## src/fmi_pkg.sv

```systemverilog
// ----------------------------------------
// FM-index side: bases, positions, counts
// ----------------------------------------
package fmi_pkg;

	localparam int BASE_W    = 2;  // bits per base code
	localparam int NUM_BASES = 4;  // A C G T
	localparam int POS_W     = 32; // BWT position width

	// base code: A=0, C=1, G=2, T=3
	typedef logic [BASE_W-1:0] base_t;

	// interval bound or BWT position
	typedef logic [POS_W-1:0] pos_t;

	// occurrence counts of all four bases at one bound,
	// entry [c] is the count for base c
	typedef pos_t [NUM_BASES-1:0] occ_vec_t;

endpackage

```

## src/batch_pkg.sv

```systemverilog
// ----------------------------------------
// batch side: load lines, reads, results
// ----------------------------------------
package batch_pkg;

	localparam int CL             = 512; // load and output line width
	localparam int READ_NUM_WIDTH = 8;
	localparam int MAX_READ       = 256;
	localparam int MAX_READ_LEN   = 101;
	localparam int LEN_W          = 7;   // read length, match_len, min_intv
	localparam int READ_BASES_W   = MAX_READ_LEN * fmi_pkg::BASE_W;

	// load line field positions
	localparam int HDR_N_LSB  = 128; // n after the four C values
	localparam int RD_LEN_LSB = 256;
	localparam int RD_MIN_LSB = 264;

	// result buffer geometry
	localparam int RES_DEPTH = 4;
	localparam int RES_PTR_W = 2;

	// one stored read, base 0 in the lowest bits
	typedef struct packed {
		logic [READ_BASES_W-1:0] bases;
		logic [LEN_W-1:0]        len;
		logic [LEN_W-1:0]        min_intv;
	} read_t;

	typedef struct packed {
		logic [READ_NUM_WIDTH-1:0] read_num;
		logic [LEN_W-1:0]          match_len;
		fmi_pkg::pos_t             k;
		fmi_pkg::pos_t             l;
	} result_t;

endpackage

```

## src/result_if.sv

```systemverilog
`timescale 1ns/1ns

// extender -> output stage
interface result_if
	import batch_pkg::*;
();

	logic    ret_valid; // one cycle per finished read
	result_t ret;
	logic    space;     // buffer can take one more

	modport extender (output ret_valid, ret, input space);

	modport sink (input ret_valid, ret, output space);

endinterface

```

## src/result_out.sv

```systemverilog
`timescale 1ns/1ns

module result_out
	import batch_pkg::*;
(
	input  logic                    clk_32ui_i,
	input  logic                    rst_n_i,
	input  logic                    stall_i,
	result_if.sink                  res,
	input  logic [READ_NUM_WIDTH:0] batch_size_i,
	output logic                    output_request_o,
	input  logic                    output_permit_i,
	output logic [CL-1:0]           output_data_o,
	output logic                    output_valid_o,
	output logic                    output_finish_o
);

	result_t res_buf [RES_DEPTH];

	logic [RES_PTR_W-1:0]    wr_ptr_q;
	logic [RES_PTR_W-1:0]    rd_ptr_q;
	logic [RES_PTR_W:0]      cnt_q;     // 0..RES_DEPTH
	logic [READ_NUM_WIDTH:0] sent_q;
	logic                    finish_q;
	logic                    empty;
	logic                    push;
	logic                    pop;

	assign empty = (cnt_q == '0);
	assign push  = res.ret_valid && res.space && !stall_i;
	assign pop   = output_permit_i && !empty && !stall_i;

	// ----------------------------------------
	// circular buffer
	// ----------------------------------------
	always_ff @(posedge clk_32ui_i or negedge rst_n_i) begin
		if (!rst_n_i) begin
			wr_ptr_q <= '0;
			rd_ptr_q <= '0;
			cnt_q    <= '0;
		end else begin
			if (push)
				wr_ptr_q <= wr_ptr_q + 1'b1;
			if (pop)
				rd_ptr_q <= rd_ptr_q + 1'b1;
			case ({push, pop})
				2'b10:   cnt_q <= cnt_q + 1'b1;
				2'b01:   cnt_q <= cnt_q - 1'b1;
				default: cnt_q <= cnt_q; // both or neither
			endcase
		end
	end

	always_ff @(posedge clk_32ui_i) begin
		if (push)
			res_buf[wr_ptr_q] <= res.ret;
	end

	// lines sent, finish once the whole batch is out
	always_ff @(posedge clk_32ui_i or negedge rst_n_i) begin
		if (!rst_n_i) begin
			sent_q   <= '0;
			finish_q <= 1'b0;
		end else if (pop) begin
			sent_q <= sent_q + 1'b1;
			if (sent_q + 1'b1 == batch_size_i)
				finish_q <= 1'b1;
		end
	end

	assign res.space        = (cnt_q != RES_DEPTH);
	assign output_request_o = !empty;
	assign output_valid_o   = pop;
	assign output_data_o    = {{(CL-$bits(result_t)){1'b0}}, res_buf[rd_ptr_q]};
	assign output_finish_o  = finish_q;

endmodule

```

## src/flat_wrapper.sv

```systemverilog
// flat-port wrapper written by rule: the top's interface ports become plain ports
module result_out_flat import batch_pkg::*;
  (clk_32ui_i, rst_n_i, stall_i, batch_size_i, output_request_o, output_permit_i, output_data_o, output_valid_o, output_finish_o, res_ret_valid, res_ret, res_space);
  result_if res_i ();
  input  logic clk_32ui_i;
  input  logic rst_n_i;
  input  logic stall_i;
  input  logic [READ_NUM_WIDTH:0] batch_size_i;
  output logic output_request_o;
  input  logic output_permit_i;
  output logic [CL-1:0] output_data_o;
  output logic output_valid_o;
  output logic output_finish_o;
  input wire logic [$bits(res_i.ret_valid)-1:0] res_ret_valid;
  input wire logic [$bits(res_i.ret)-1:0] res_ret;
  output wire logic [$bits(res_i.space)-1:0] res_space;
  assign res_i.ret_valid = res_ret_valid;
  assign res_i.ret = res_ret;
  assign res_space = res_i.space;
  result_out u_core (.clk_32ui_i(clk_32ui_i), .rst_n_i(rst_n_i), .stall_i(stall_i), .res(res_i), .batch_size_i(batch_size_i), .output_request_o(output_request_o), .output_permit_i(output_permit_i), .output_data_o(output_data_o), .output_valid_o(output_valid_o), .output_finish_o(output_finish_o));
endmodule
```

## config.mk

```make
export PLATFORM = sky130hd
export DESIGN_NAME = result_out_flat
export DESIGN_NICKNAME = d
export VERILOG_FILES = /design/src/fmi_pkg.sv /design/src/batch_pkg.sv /design/src/result_if.sv /design/src/result_out.sv /design/src/flat_wrapper.sv
export SDC_FILE = /design/constraint.sdc
export NUM_CORES = 1
export LEC_CHECK = 0
export BUFFER_PORTS_ARGS = -buffer_cell sky130_fd_sc_hd__buf_2
export CORE_AREA = 2 2 235 237
export DETAILED_ROUTE_END_ITERATION = 12
export DIE_AREA = 0 0 237 239
export PLACE_DENSITY = 0.62
export REMOVE_ABC_BUFFERS = 1
export SLEW_MARGIN = 25
export SYNTH_ARGS = -nofsm -noshare
export SYNTH_HDL_FRONTEND = slang
export SYNTH_SLANG_ARGS = --single-unit
```

## constraint.sdc

```tcl
create_clock -name clk_32ui_i -period 4.1 [get_ports clk_32ui_i]
set_input_delay 1.025 -clock clk_32ui_i [delete_from_list [all_inputs] [get_ports clk_32ui_i]]
set_output_delay 1.025 -clock clk_32ui_i [all_outputs]
set_load 0.1 [all_outputs]
```

==> results_dict.tcl <==
set metrics [dict create \
    reg2reg_to "u_core.res_buf[3][3]$_DFFE_PP_" \
    synth.distinct_cells 32 \
    yosys.area_share.xor_xnor 0.0140 \
    crit_arrival_ps 2340 \
    ff2ff_path_depth 5 \
    tightest_slew_ps 571 \
    num_antenna_cells 0 \
    layout-drive-gt1-share 0.282 \
    slowest_delay_ps 560 \
    final_antenna_net_count 0 \
    synthFlopType "edfxtp_1" \
    firstDrtPassIters 4 \
    core_area_mm2 0.0543 \
    synth-seq-cells 333 \
    hpwlAfterDp_um 18500 \
    synth_simple_gate_area_share 0.0122 \
    worstPathMaxFanout 41 \
    critPathKind "register to output pin" \
    post-place-cells 1831 \
    boundaryPins 609 \
    grt_max_degree 42 \
    cts.sinks 333 \
    max_slew_margin 0.620 \
    synth_fa_ha_area_frac 0.00608 \
    ys_seq_area_frac 0.634 \
    cts_setup_buffers 0 \
    die_x_um 237 \
    slew_viol_final 0 \
    nFillCells 5316 \
    worst_path_max_delay_cell "mux4_2" \
    cts_buffers 38 \
    r2r_slack_ps 1890 \
    yosys_warnings 0 \
    vias 6887 \
    final_nets 1267 \
    finalCritPeriodShare 0.822 \
    most-common-layout-cells "conb_1 (433), edfxtp_1 (316), buf_2 (175)" \
    clk_path_buf_depth 3 \
    r2r-start "u_core.cnt_q[1]$_DFFE_PN0P_" \
    syn_area_per_cell_um2 16.5 \
    ctsHoldBuffers 0 \
    async_reset_ff_frac 0.0511 \
    synth_top_family_by_area "buffers and inverters" \
    routedWlPerCell_um 14.7 \
    fin_skew_ps 13.0 \
    clk_pin_slew_ps 60 \
    max_freq_ghz 0.297 \
    die_y_um 239 \
    final_cells 1897 \
    place.gp.congestion 0.744 \
    cts_tree "yes" \
    cp-start-kind "register" \
    die_area_mm2 0.0566 \
    htree_num_levels 2 \
    ctsResizeCount 0 \
    synth_compound_area_frac 0.00448 \
    path_cells "buf_12 > mux4_2 > buf_2" \
    postSynthCellCount 951 \
    crit_buf_inv 2 \
    hold_viol 0 \
    synth_area_mm2 0.0157 \
    grtUsageTotal 0.0921 \
    first_global_vias 6336 \
    synthMuxAreaShare 0.114 \
    synth_edf_count 316 \
    min_path_type "primary input to async pin" \
    fp-row-count 86 \
    portBuffers 175 \
    layout_min_cycle_time_ps 3370 \
    gr-total-overflow 0 \
    finalSetupViolations 0 \
    drc 0 \
    worstSetupEndpointType "output pin" \
    grt_pass1_wl_um 38900 \
    rsz0062_at_grt "false" \
    drt_wl_total_um 27900 \
    root_buffer "clkbuf_16" \
    area_growth_pct 9.75 \
    insertion_delay_ps 530 \
    antenna_found_initial 1 \
    first_iter_violations 357 \
    vias_per_cell 3.63 \
    cp_top_family "buffers and inverters" \
    outcome "finished clean" \
    initial_core_util 0.288 \
    final_common_cell "conb_1" \
    cap_violations 0 \
    cp.required_ps 3070 \
]
==> how the worst max path moves through the flow <==
stage                                         from                 to  slack (ps)  cells after the start
floorplan           u_core.rd_ptr_q[0]$_DFFE_PN0P_   output_data_o[0]       -1030                      1
CTS                 u_core.rd_ptr_q[0]$_DFFE_PN0P_  output_data_o[33]         640                      3
detailed placement  u_core.rd_ptr_q[0]$_DFFE_PN0P_  output_data_o[25]        1250                      3
global route        u_core.rd_ptr_q[0]$_DFFE_PN0P_  output_data_o[33]         590                      3
global placement    u_core.rd_ptr_q[0]$_DFFE_PN0P_  output_data_o[60]        1250                      3
finish              u_core.rd_ptr_q[0]$_DFFE_PN0P_  output_data_o[33]         730                      3
==> cell families after synthesis <==
family	after synthesis
AOI/OAI and AO/OA	10
adders and majority gates	7
other	1
buffers and inverters	461
muxes	80
xor gates and xnor gates	25
DFF	333
and+or+nand+nor	34
==> stage by stage <==
stage	hold slack, ps	cell area, um^2	setup slack (ps)	TNS [ps]	util
final	432	17200	731	0	0.316
after global routing	421	17200	586	0	0.316
after CTS	405	17200	643	0	0.316
after detailed placement	482	16000	1250	0	0.294
after global placement	475	16000	1250	0	0.294
after floorplan	458	13900	-1030	-81140	-
==> state kept, by name, summed over array words and instances, names as in the netlist <==
| name | flops |
|---|---|
| u_core.cnt_q | 3 |
| u_core.rd_ptr_q | 2 |
| u_core.res_buf | 316 |
| u_core.output_finish_o | 1 |
| u_core.sent_q | 9 |
| u_core.wr_ptr_q | 2 |
==> layout make-up <==
| class | instances | area (um^2) | area share |
|---|---|---|---|
| clock buffer | 47 | 985 | 0.0573 |
| clock inverter | 19 | 188 | 0.0109 |
| inverter | 7 | 26.3 | 0.00153 |
| multi-input combinational | 589 | 4000 | 0.233 |
| sequential | 333 | 9920 | 0.578 |
| tap | 704 | 881 | 0.0513 |
| timing repair buffer | 198 | 1170 | 0.0683 |
==> worst register-to-register path, cell delays in order (launching register included) <==
cell     delay (ps)
dfrtp_1         390
inv_1            90
nand3_1         120
and3b_1         380
and2_4          550
buf_12          310
==> cell usage after synthesis (3+ instances only) <==
| master | number | area (um^2) |
|---|---|---|
| clkbuf_1 | 12 | 45.0 |
| nand2_1 | 11 | 41.3 |
| dfrtp_1 | 17 | 425 |
| nor2_1 | 3 | 11.3 |
| xnor2_1 | 16 | 140 |
| edfxtp_1 | 316 | 9490 |
| inv_1 | 7 | 26.3 |
| buf_2 | 9 | 45.0 |
| and2_1 | 4 | 25.0 |
| o21ai_0 | 5 | 25.0 |
| ha_1 | 6 | 75.1 |
| nand4_1 | 3 | 18.8 |
| mux4_2 | 79 | 1780 |
| xor2_1 | 9 | 78.8 |
| buf_4 | 433 | 3250 |
==> per-layer routing <==
layer,global-route usage,wire length [um],vias up
met4,0.0309,570,0
met3,0.0288,2210,35
met5,0,0,-
met2,0.150,13700,324
li1,-,-,3025
met1,0.117,11400,3503
Power is left out: the tool's default activity adds up to more than one toggle a clock period on the data nets, which glitch-free logic cannot reach.
