<file path="src/fmi_pkg.sv">
// ----------------------------------------
// FM-index side: bases, positions, counts
// ----------------------------------------
package fmi_pkg;

	localparam int BASE_W    = 2;  // bits per base code
	localparam int NUM_BASES = 4;  // A C G T
	localparam int POS_W     = 32; // BWT position width

	// base code: A=0, C=1, G=2, T=3
	typedef logic [BASE_W-1:0] base_t;

	// interval bound or BWT position
	typedef logic [POS_W-1:0] pos_t;

	// occurrence counts of all four bases at one bound,
	// entry [c] is the count for base c
	typedef pos_t [NUM_BASES-1:0] occ_vec_t;

endpackage

</file>
<file path="src/batch_pkg.sv">
// ----------------------------------------
// batch side: load lines, reads, results
// ----------------------------------------
package batch_pkg;

	localparam int CL             = 512; // load and output line width
	localparam int READ_NUM_WIDTH = 8;
	localparam int MAX_READ       = 256;
	localparam int MAX_READ_LEN   = 101;
	localparam int LEN_W          = 7;   // read length, match_len, min_intv
	localparam int READ_BASES_W   = MAX_READ_LEN * fmi_pkg::BASE_W;

	// load line field positions
	localparam int HDR_N_LSB  = 128; // n after the four C values
	localparam int RD_LEN_LSB = 256;
	localparam int RD_MIN_LSB = 264;

	// result buffer geometry
	localparam int RES_DEPTH = 4;
	localparam int RES_PTR_W = 2;

	// one stored read, base 0 in the lowest bits
	typedef struct packed {
		logic [READ_BASES_W-1:0] bases;
		logic [LEN_W-1:0]        len;
		logic [LEN_W-1:0]        min_intv;
	} read_t;

	typedef struct packed {
		logic [READ_NUM_WIDTH-1:0] read_num;
		logic [LEN_W-1:0]          match_len;
		fmi_pkg::pos_t             k;
		fmi_pkg::pos_t             l;
	} result_t;

endpackage

</file>
<file path="src/read_fetch_if.sv">
`timescale 1ns/1ns

// read store -> extender
interface read_fetch_if
	import batch_pkg::*;
();

	logic                      new_read;       // strobe from extender
	logic                      new_read_valid; // two cycles after new_read
	logic [READ_NUM_WIDTH-1:0] read_num;
	read_t                     read;
	logic [READ_NUM_WIDTH:0]   batch_size;     // reads in this batch

	modport store (input new_read, output new_read_valid, read_num, read, batch_size);

	modport extender (output new_read, input new_read_valid, read_num, read, batch_size);

endinterface

</file>
<file path="src/result_if.sv">
`timescale 1ns/1ns

// extender -> output stage
interface result_if
	import batch_pkg::*;
();

	logic    ret_valid; // one cycle per finished read
	result_t ret;
	logic    space;     // buffer can take one more

	modport extender (output ret_valid, ret, input space);

	modport sink (input ret_valid, ret, output space);

endinterface

</file>
<file path="src/fm_extend.sv">
`timescale 1ns/1ns

module fm_extend
	import fmi_pkg::*;
	import batch_pkg::*;
(
	input  logic                 clk_32ui_i,
	input  logic                 rst_n_i,
	input  logic                 stall_i,
	input  logic                 load_done_i,
	input  pos_t [NUM_BASES-1:0] c_i,
	input  pos_t                 n_i,
	output logic                 dram_valid_o,
	output pos_t                 addr_k_o,
	output pos_t                 addr_l_o,
	input  logic                 dram_get_i,
	input  occ_vec_t             occ_k_i,
	input  occ_vec_t             occ_l_i,
	read_fetch_if.extender       fetch,
	result_if.extender           res
);

	typedef enum logic [2:0] {
		S_IDLE,
		S_FETCH,
		S_REQUEST,
		S_WAIT,
		S_REPORT
	} state_t;

	state_t                    state_q;
	logic [READ_NUM_WIDTH:0]   read_cnt_q;  // reads finished
	logic                      dram_valid_q;
	logic [LEN_W-1:0]          pos_q;       // base being extended
	logic [LEN_W-1:0]          match_q;     // accepted bases
	read_t                     cur_read_q;
	logic [READ_NUM_WIDTH-1:0] cur_num_q;
	pos_t                      k_q;
	pos_t                      l_q;

	logic  start;
	base_t base;
	pos_t  new_k;
	pos_t  new_l;
	logic  reject;

	assign start = (state_q == S_IDLE) && load_done_i && !stall_i &&
	               (read_cnt_q != fetch.batch_size);

	// ----------------------------------------
	// next interval from returned counts
	// ----------------------------------------
	assign base   = cur_read_q.bases[BASE_W*pos_q +: BASE_W];
	assign new_k  = c_i[base] + occ_k_i[base];
	assign new_l  = c_i[base] + occ_l_i[base];
	assign reject = (new_l - new_k) < pos_t'(cur_read_q.min_intv);

	always_ff @(posedge clk_32ui_i or negedge rst_n_i) begin
		if (!rst_n_i) begin
			state_q      <= S_IDLE;
			read_cnt_q   <= '0;
			dram_valid_q <= 1'b0;
			pos_q        <= '0;
			match_q      <= '0;
		end else if (!stall_i) begin
			case (state_q)
				S_IDLE: begin
					if (start)
						state_q <= S_FETCH;
				end
				S_FETCH: begin
					if (fetch.new_read_valid) begin
						match_q <= '0;
						pos_q   <= fetch.read.len - 1'b1; // last base first
						if (fetch.read.len == '0)
							state_q <= S_REPORT;
						else
							state_q <= S_REQUEST;
					end
				end
				S_REQUEST: begin
					dram_valid_q <= 1'b1; // k=0, l=n already set
					state_q      <= S_WAIT;
				end
				S_WAIT: begin
					if (dram_get_i) begin
						if (!reject)
							match_q <= match_q + 1'b1;
						if (reject || pos_q == '0) begin
							dram_valid_q <= 1'b0;
							state_q      <= S_REPORT;
						end else begin
							pos_q <= pos_q - 1'b1; // stays valid, new bounds next cycle
						end
					end
				end
				S_REPORT: begin
					// hold result until the buffer has room
					if (res.space) begin
						read_cnt_q <= read_cnt_q + 1'b1;
						state_q    <= S_IDLE;
					end
				end
				default: state_q <= S_IDLE;
			endcase
		end
	end

	always_ff @(posedge clk_32ui_i) begin
		if (!stall_i) begin
			if (state_q == S_FETCH && fetch.new_read_valid) begin
				cur_read_q <= fetch.read;
				cur_num_q  <= fetch.read_num;
				k_q        <= '0;
				l_q        <= n_i;
			end else if (state_q == S_WAIT && dram_get_i && !reject) begin
				k_q <= new_k;
				l_q <= new_l;
			end
		end
	end

	assign fetch.new_read = start;
	assign dram_valid_o   = dram_valid_q;
	assign addr_k_o       = k_q; // request carries current bounds
	assign addr_l_o       = l_q;

	assign res.ret_valid = (state_q == S_REPORT) && res.space && !stall_i;
	assign res.ret       = '{read_num: cur_num_q, match_len: match_q, k: k_q, l: l_q};

endmodule

</file>
<file path="src/flat_wrapper.sv">
// flat-port wrapper written by rule: the top's interface ports become plain ports
module fm_extend_flat import fmi_pkg::*; import batch_pkg::*;
  (clk_32ui_i, rst_n_i, stall_i, load_done_i, c_i, n_i, dram_valid_o, addr_k_o, addr_l_o, dram_get_i, occ_k_i, occ_l_i, fetch_new_read, fetch_new_read_valid, fetch_read_num, fetch_read, fetch_batch_size, res_ret_valid, res_ret, res_space);
  read_fetch_if fetch_i ();
  result_if res_i ();
  input  logic clk_32ui_i;
  input  logic rst_n_i;
  input  logic stall_i;
  input  logic load_done_i;
  input  pos_t [NUM_BASES-1:0] c_i;
  input  pos_t n_i;
  output logic dram_valid_o;
  output pos_t addr_k_o;
  output pos_t addr_l_o;
  input  logic dram_get_i;
  input  occ_vec_t occ_k_i;
  input  occ_vec_t occ_l_i;
  output wire logic [$bits(fetch_i.new_read)-1:0] fetch_new_read;
  input wire logic [$bits(fetch_i.new_read_valid)-1:0] fetch_new_read_valid;
  input wire logic [$bits(fetch_i.read_num)-1:0] fetch_read_num;
  input wire logic [$bits(fetch_i.read)-1:0] fetch_read;
  input wire logic [$bits(fetch_i.batch_size)-1:0] fetch_batch_size;
  output wire logic [$bits(res_i.ret_valid)-1:0] res_ret_valid;
  output wire logic [$bits(res_i.ret)-1:0] res_ret;
  input wire logic [$bits(res_i.space)-1:0] res_space;
  assign fetch_new_read = fetch_i.new_read;
  assign fetch_i.new_read_valid = fetch_new_read_valid;
  assign fetch_i.read_num = fetch_read_num;
  assign fetch_i.read = fetch_read;
  assign fetch_i.batch_size = fetch_batch_size;
  assign res_ret_valid = res_i.ret_valid;
  assign res_ret = res_i.ret;
  assign res_i.space = res_space;
  fm_extend u_core (.clk_32ui_i(clk_32ui_i), .rst_n_i(rst_n_i), .stall_i(stall_i), .load_done_i(load_done_i), .c_i(c_i), .n_i(n_i), .dram_valid_o(dram_valid_o), .addr_k_o(addr_k_o), .addr_l_o(addr_l_o), .dram_get_i(dram_get_i), .occ_k_i(occ_k_i), .occ_l_i(occ_l_i), .fetch(fetch_i), .res(res_i));
endmodule
</file>
<file path="config.mk">
export PLATFORM = sky130hd
export DESIGN_NAME = fm_extend_flat
export DESIGN_NICKNAME = d
export VERILOG_FILES = /design/src/fmi_pkg.sv /design/src/batch_pkg.sv /design/src/read_fetch_if.sv /design/src/result_if.sv /design/src/fm_extend.sv /design/src/flat_wrapper.sv
export SDC_FILE = /design/constraint.sdc
export NUM_CORES = 1
export LEC_CHECK = 0
export ABC_AREA = 1
export ABC_CLOCK_PERIOD_IN_PS = 13850
export BUFFER_PORTS_ARGS = -buffer_cell sky130_fd_sc_hd__buf_2
export CORE_AREA = 2 2 309 311
export CTS_CLUSTER_DIAMETER = 80
export DETAILED_ROUTE_END_ITERATION = 7
export DIE_AREA = 0 0 311 313
export PLACE_DENSITY = 0.38
export REMOVE_ABC_BUFFERS = 1
export SETUP_SLACK_MARGIN = 0.3
export SYNTH_ARGS = -nofsm -noshare
export SYNTH_HDL_FRONTEND = slang
export SYNTH_SLANG_ARGS = --single-unit
</file>
<file path="constraint.sdc">
create_clock -name clk_32ui_i -period 13.85 [get_ports clk_32ui_i]
set_input_delay 0 -clock clk_32ui_i [delete_from_list [all_inputs] [get_ports clk_32ui_i]]
set_output_delay 0 -clock clk_32ui_i [all_outputs]
set_load 0.02 [all_outputs]
</file>
==> out/qor.log <==
INFO  critical_path  reg2reg_slack=3.05ns
INFO  finish         finalNetCount=4263
INFO  critical_path  timing.critical_path.to_type=flop
INFO  clock_network  tritoncts.num_buffers=41
INFO  clock_network  tritoncts=done
INFO  outcome        status=finished, violations left
INFO  logic_synthesis yosys-top-cells-area=edfxtp_1 (41%), nand2_1 (9.6%), nor2_1 (6.8%)
INFO  routing        route.detailed.drc=1
INFO  die            chipHeight=313um
INFO  finish         final_layout_size_suffix_gt1_share=26.2%
INFO  routing        drtAntennaViolNets=0
INFO  finish         layout-area-overhead-vs-synth=42.1%
INFO  die            fp-row-count=113
INFO  critical_path  worstPathRequired=14.03ns
INFO  grt            grt_start_max_net_pins=164
INFO  routing        num_vias=21700
INFO  logic_synthesis yosys_register_bits=308
INFO  die            io_pins=802
INFO  logic_synthesis synthesis.instances=2545
INFO  critical_path  criticalPathCategory=reg -> reg
INFO  routing        detail_route.first_pass.iterations=8
INFO  outcome        failed_checks=design-rule violations
INFO  critical_path  crit-reg2reg-capture=u_core.addr_k_o[3]
INFO  logic_synthesis synth_area=0.0207mm^2
INFO  critical_path  worst_ep_arrival_time=10.98ns
INFO  die            chipWidth=311um
INFO  logic_synthesis synth_top_area_share=40.8%
INFO  logic_synthesis mean_instance_size_in_the_synthesized_netlist=8.13um^2
INFO  timing         slew-limit-headroom=24.5%
INFO  critical_path  critical_path.reg2reg.startpoint=u_core.pos_q[0]
INFO  clock_network  cts.clk_slew.worst_paths=0.06ns
INFO  timing         final.setup_skew=0.0210ns
INFO  grt            global_route_wire_length_before_repair=146mm
INFO  clock_network  cts.htree.levels=2
INFO  place          gp_routability_congestion=0.911
INFO  clock_network  cts.sinks=308
INFO  min_path       worst_hold_path_type=in -> async
INFO  critical_path  critPathMaxStageDelay=0.83ns
INFO  timing         timing_hold_violations_final=0
INFO  timing         setup_violations=0
INFO  logic_synthesis synthMostInstantiatedCell=nand2_1
INFO  die            placeableCoreArea=0.0942mm^2
INFO  timing         timing.fmax=0.0926GHz
INFO  routing        detail_route.vias_per_cell=4.52
INFO  critical_path  cpMaxStageDelayCell=inv_4
INFO  place          io_buffers=801
INFO  logic_synthesis number_of_synthesized_flops_with_an_enable_pin=281
INFO  grt            grt_remaining_overflow=0
INFO  clock_network  postCtsSetupRepairBufs=0
INFO  flow_run       timing.max_cap.violations=0
INFO  place          dp.final_hpwl=79.6mm
INFO  timing         post_route_setup_tns=0ns
INFO  logic_synthesis synth_flop_cell=edfxtp_1
INFO  critical_path  crit_fanout=111
INFO  logic_synthesis synthArstFlopShare=8.77%
INFO  clock_network  max-clock-path-buffers=3
INFO  clock_network  post_cts.resized_instances=0
INFO  timing         slew_violations=0
INFO  clock_network  worstSkewPairLatency=0.57ns
INFO  clock_network  root_buffer_master=clkbuf_16
INFO  logic_synthesis synth_commonest_cells=nand2_1 (528), nor2_1 (373), edfxtp_1 (281), o21ai_0 (276), inv_1 (161)
INFO  timing         unrepaired_setup_endpoints_after_global_routing=no
INFO  timing         fin_crit=10.80ns
INFO  critical_path  timing.critical_path.from_type=flop
INFO  timing         tightest_pin_transition=1.13ns
INFO  grt            gr-usage-all-layers=19.9%
INFO  die            initial_core_util=22.0%
INFO  finish         fillCellCount=10300
INFO  logic_synthesis yosysWarnings=0
INFO  critical_path  reg2reg_depth=37
INFO  logic_synthesis synth.yosys.seq_area_share=44.0%
INFO  grt            antenna_found_initial=28
INFO  routing        drt-wirelength-per-cell=20.9um
INFO  grt            grt_pass1_vias=22300
INFO  critical_path  crit_top_cell=nand2_1
INFO  logic_synthesis yosys.area.top_type=edfxtp_1
INFO  die            design.die.area=0.0973mm^2
INFO  routing        postRouteWirelength=101mm
INFO  timing         post-route-period-util=78.0%
INFO  routing        detail_route.iter0.violations=1322
INFO  logic_synthesis synthDistinctLibCells=54
## per-layer routing
layer,part of all wire (%),vias up,track usage [%]
li1,-,10600,-
met1,42,10200,24.2
met2,50,743,36.1
met3,5.7,123,4.10
met4,2.3,26,4.46
met5,0.17,-,0
## worst max path at each step
stage	start	end	slack, ns	depth (start not counted)
floorplan	u_core.state_q[2]	u_core.addr_k_o[0]	1.11	7
global placement	u_core.pos_q[0]	u_core.addr_k_o[1]	2.98	46
detailed placement	u_core.pos_q[0]	u_core.addr_l_o[1]	2.86	47
CTS	u_core.pos_q[0]	u_core.addr_k_o[0]	2.79	47
global route	u_core.pos_q[0]	u_core.addr_l_o[3]	1.85	45
finish	u_core.pos_q[0]	u_core.addr_k_o[3]	3.05	37
## critical path: cells and delay by family (launching register included)
kind	cells	cell delay (ns)
adder cells (fa/ha/maj)	2	0.76
AND/OR/NAND/NOR	14	1.77
XOR/XNOR	2	0.36
flip-flops	1	0.75
AO/OA/AOI/OAI	12	3.04
buffers and inverters	7	3.38
## layout by cell type, fill, tap and decap left out, types with 91 or more instances in the layout
cell / n
buf_2: 801
nand2_1: 527
nor2_1: 371
edfxtp_1: 281
o21ai_0: 276
dlygate4sd3_1: 266
nand3_1: 160
inv_1: 159
a21oi_1: 125
ha_1: 102
o22ai_1: 91
## cell type report
cell class	count	area [um^2]	share of cell area, %
multi-input combinational	1894	9920	33.7
sequential	308	9120	31.0
timing repair buffer	1090	6860	23.3
tap	1265	1580	5.38
clock buffer	50	1060	3.60
inverter	167	634	2.16
clock inverter	25	224	0.762
antenna	5	12.5	0.0425
## cell families after synthesis
logic type      share of synthesized area [%]
simple gates                             22.1
compound gates                           15.2
buf+inv                                  8.18
flops                                    44.0
fa+ha+maj                                6.46
xor+xnor                                 3.98
mux                                    0.0484
## stage by stage
| stage | hold WS, ns | cell area [um^2] | cells | util (%) | worst slack [ns] |
|---|---|---|---|---|---|
| 2_1_floorplan | -0.296 | 19600 | 2369 | - | 1.11 |
| 3_3_place_gp | 0.103 | 25400 | 4458 | 27.0 | 2.98 |
| 4_1_cts | 0.00224 | 29400 | 4799 | 31.2 | 2.79 |
| 6_report | 0.0140 | 29400 | 4804 | 31.2 | 3.05 |
| 3_5_place_dp | 0.0937 | 25400 | 4458 | 27.0 | 2.86 |
| 5_1_grt | 0.0411 | 29400 | 4803 | 31.2 | 1.85 |
## flip-flops by register name, indices dropped and copies added (netlist names)
register,flops
u_core.addr_k_o,32
u_core.read_cnt_q,9
u_core.addr_l_o,32
u_core.cur_read_q,209
u_core.cur_num_q,8
u_core.state_q,3
u_core.pos_q,7
u_core.match_q,7
u_core.dram_valid_o,1
## repair_timing
| item | CTS | global route |
|---|---|---|
| hold buffers | 266 | 0 |
| hold endpoints to repair | 292 | 0 |
| setup endpoints to repair | 0 | 0 |
Power is left out: the tool's default activity adds up to more than one toggle a clock period on the data nets, which glitch-free logic cannot reach.
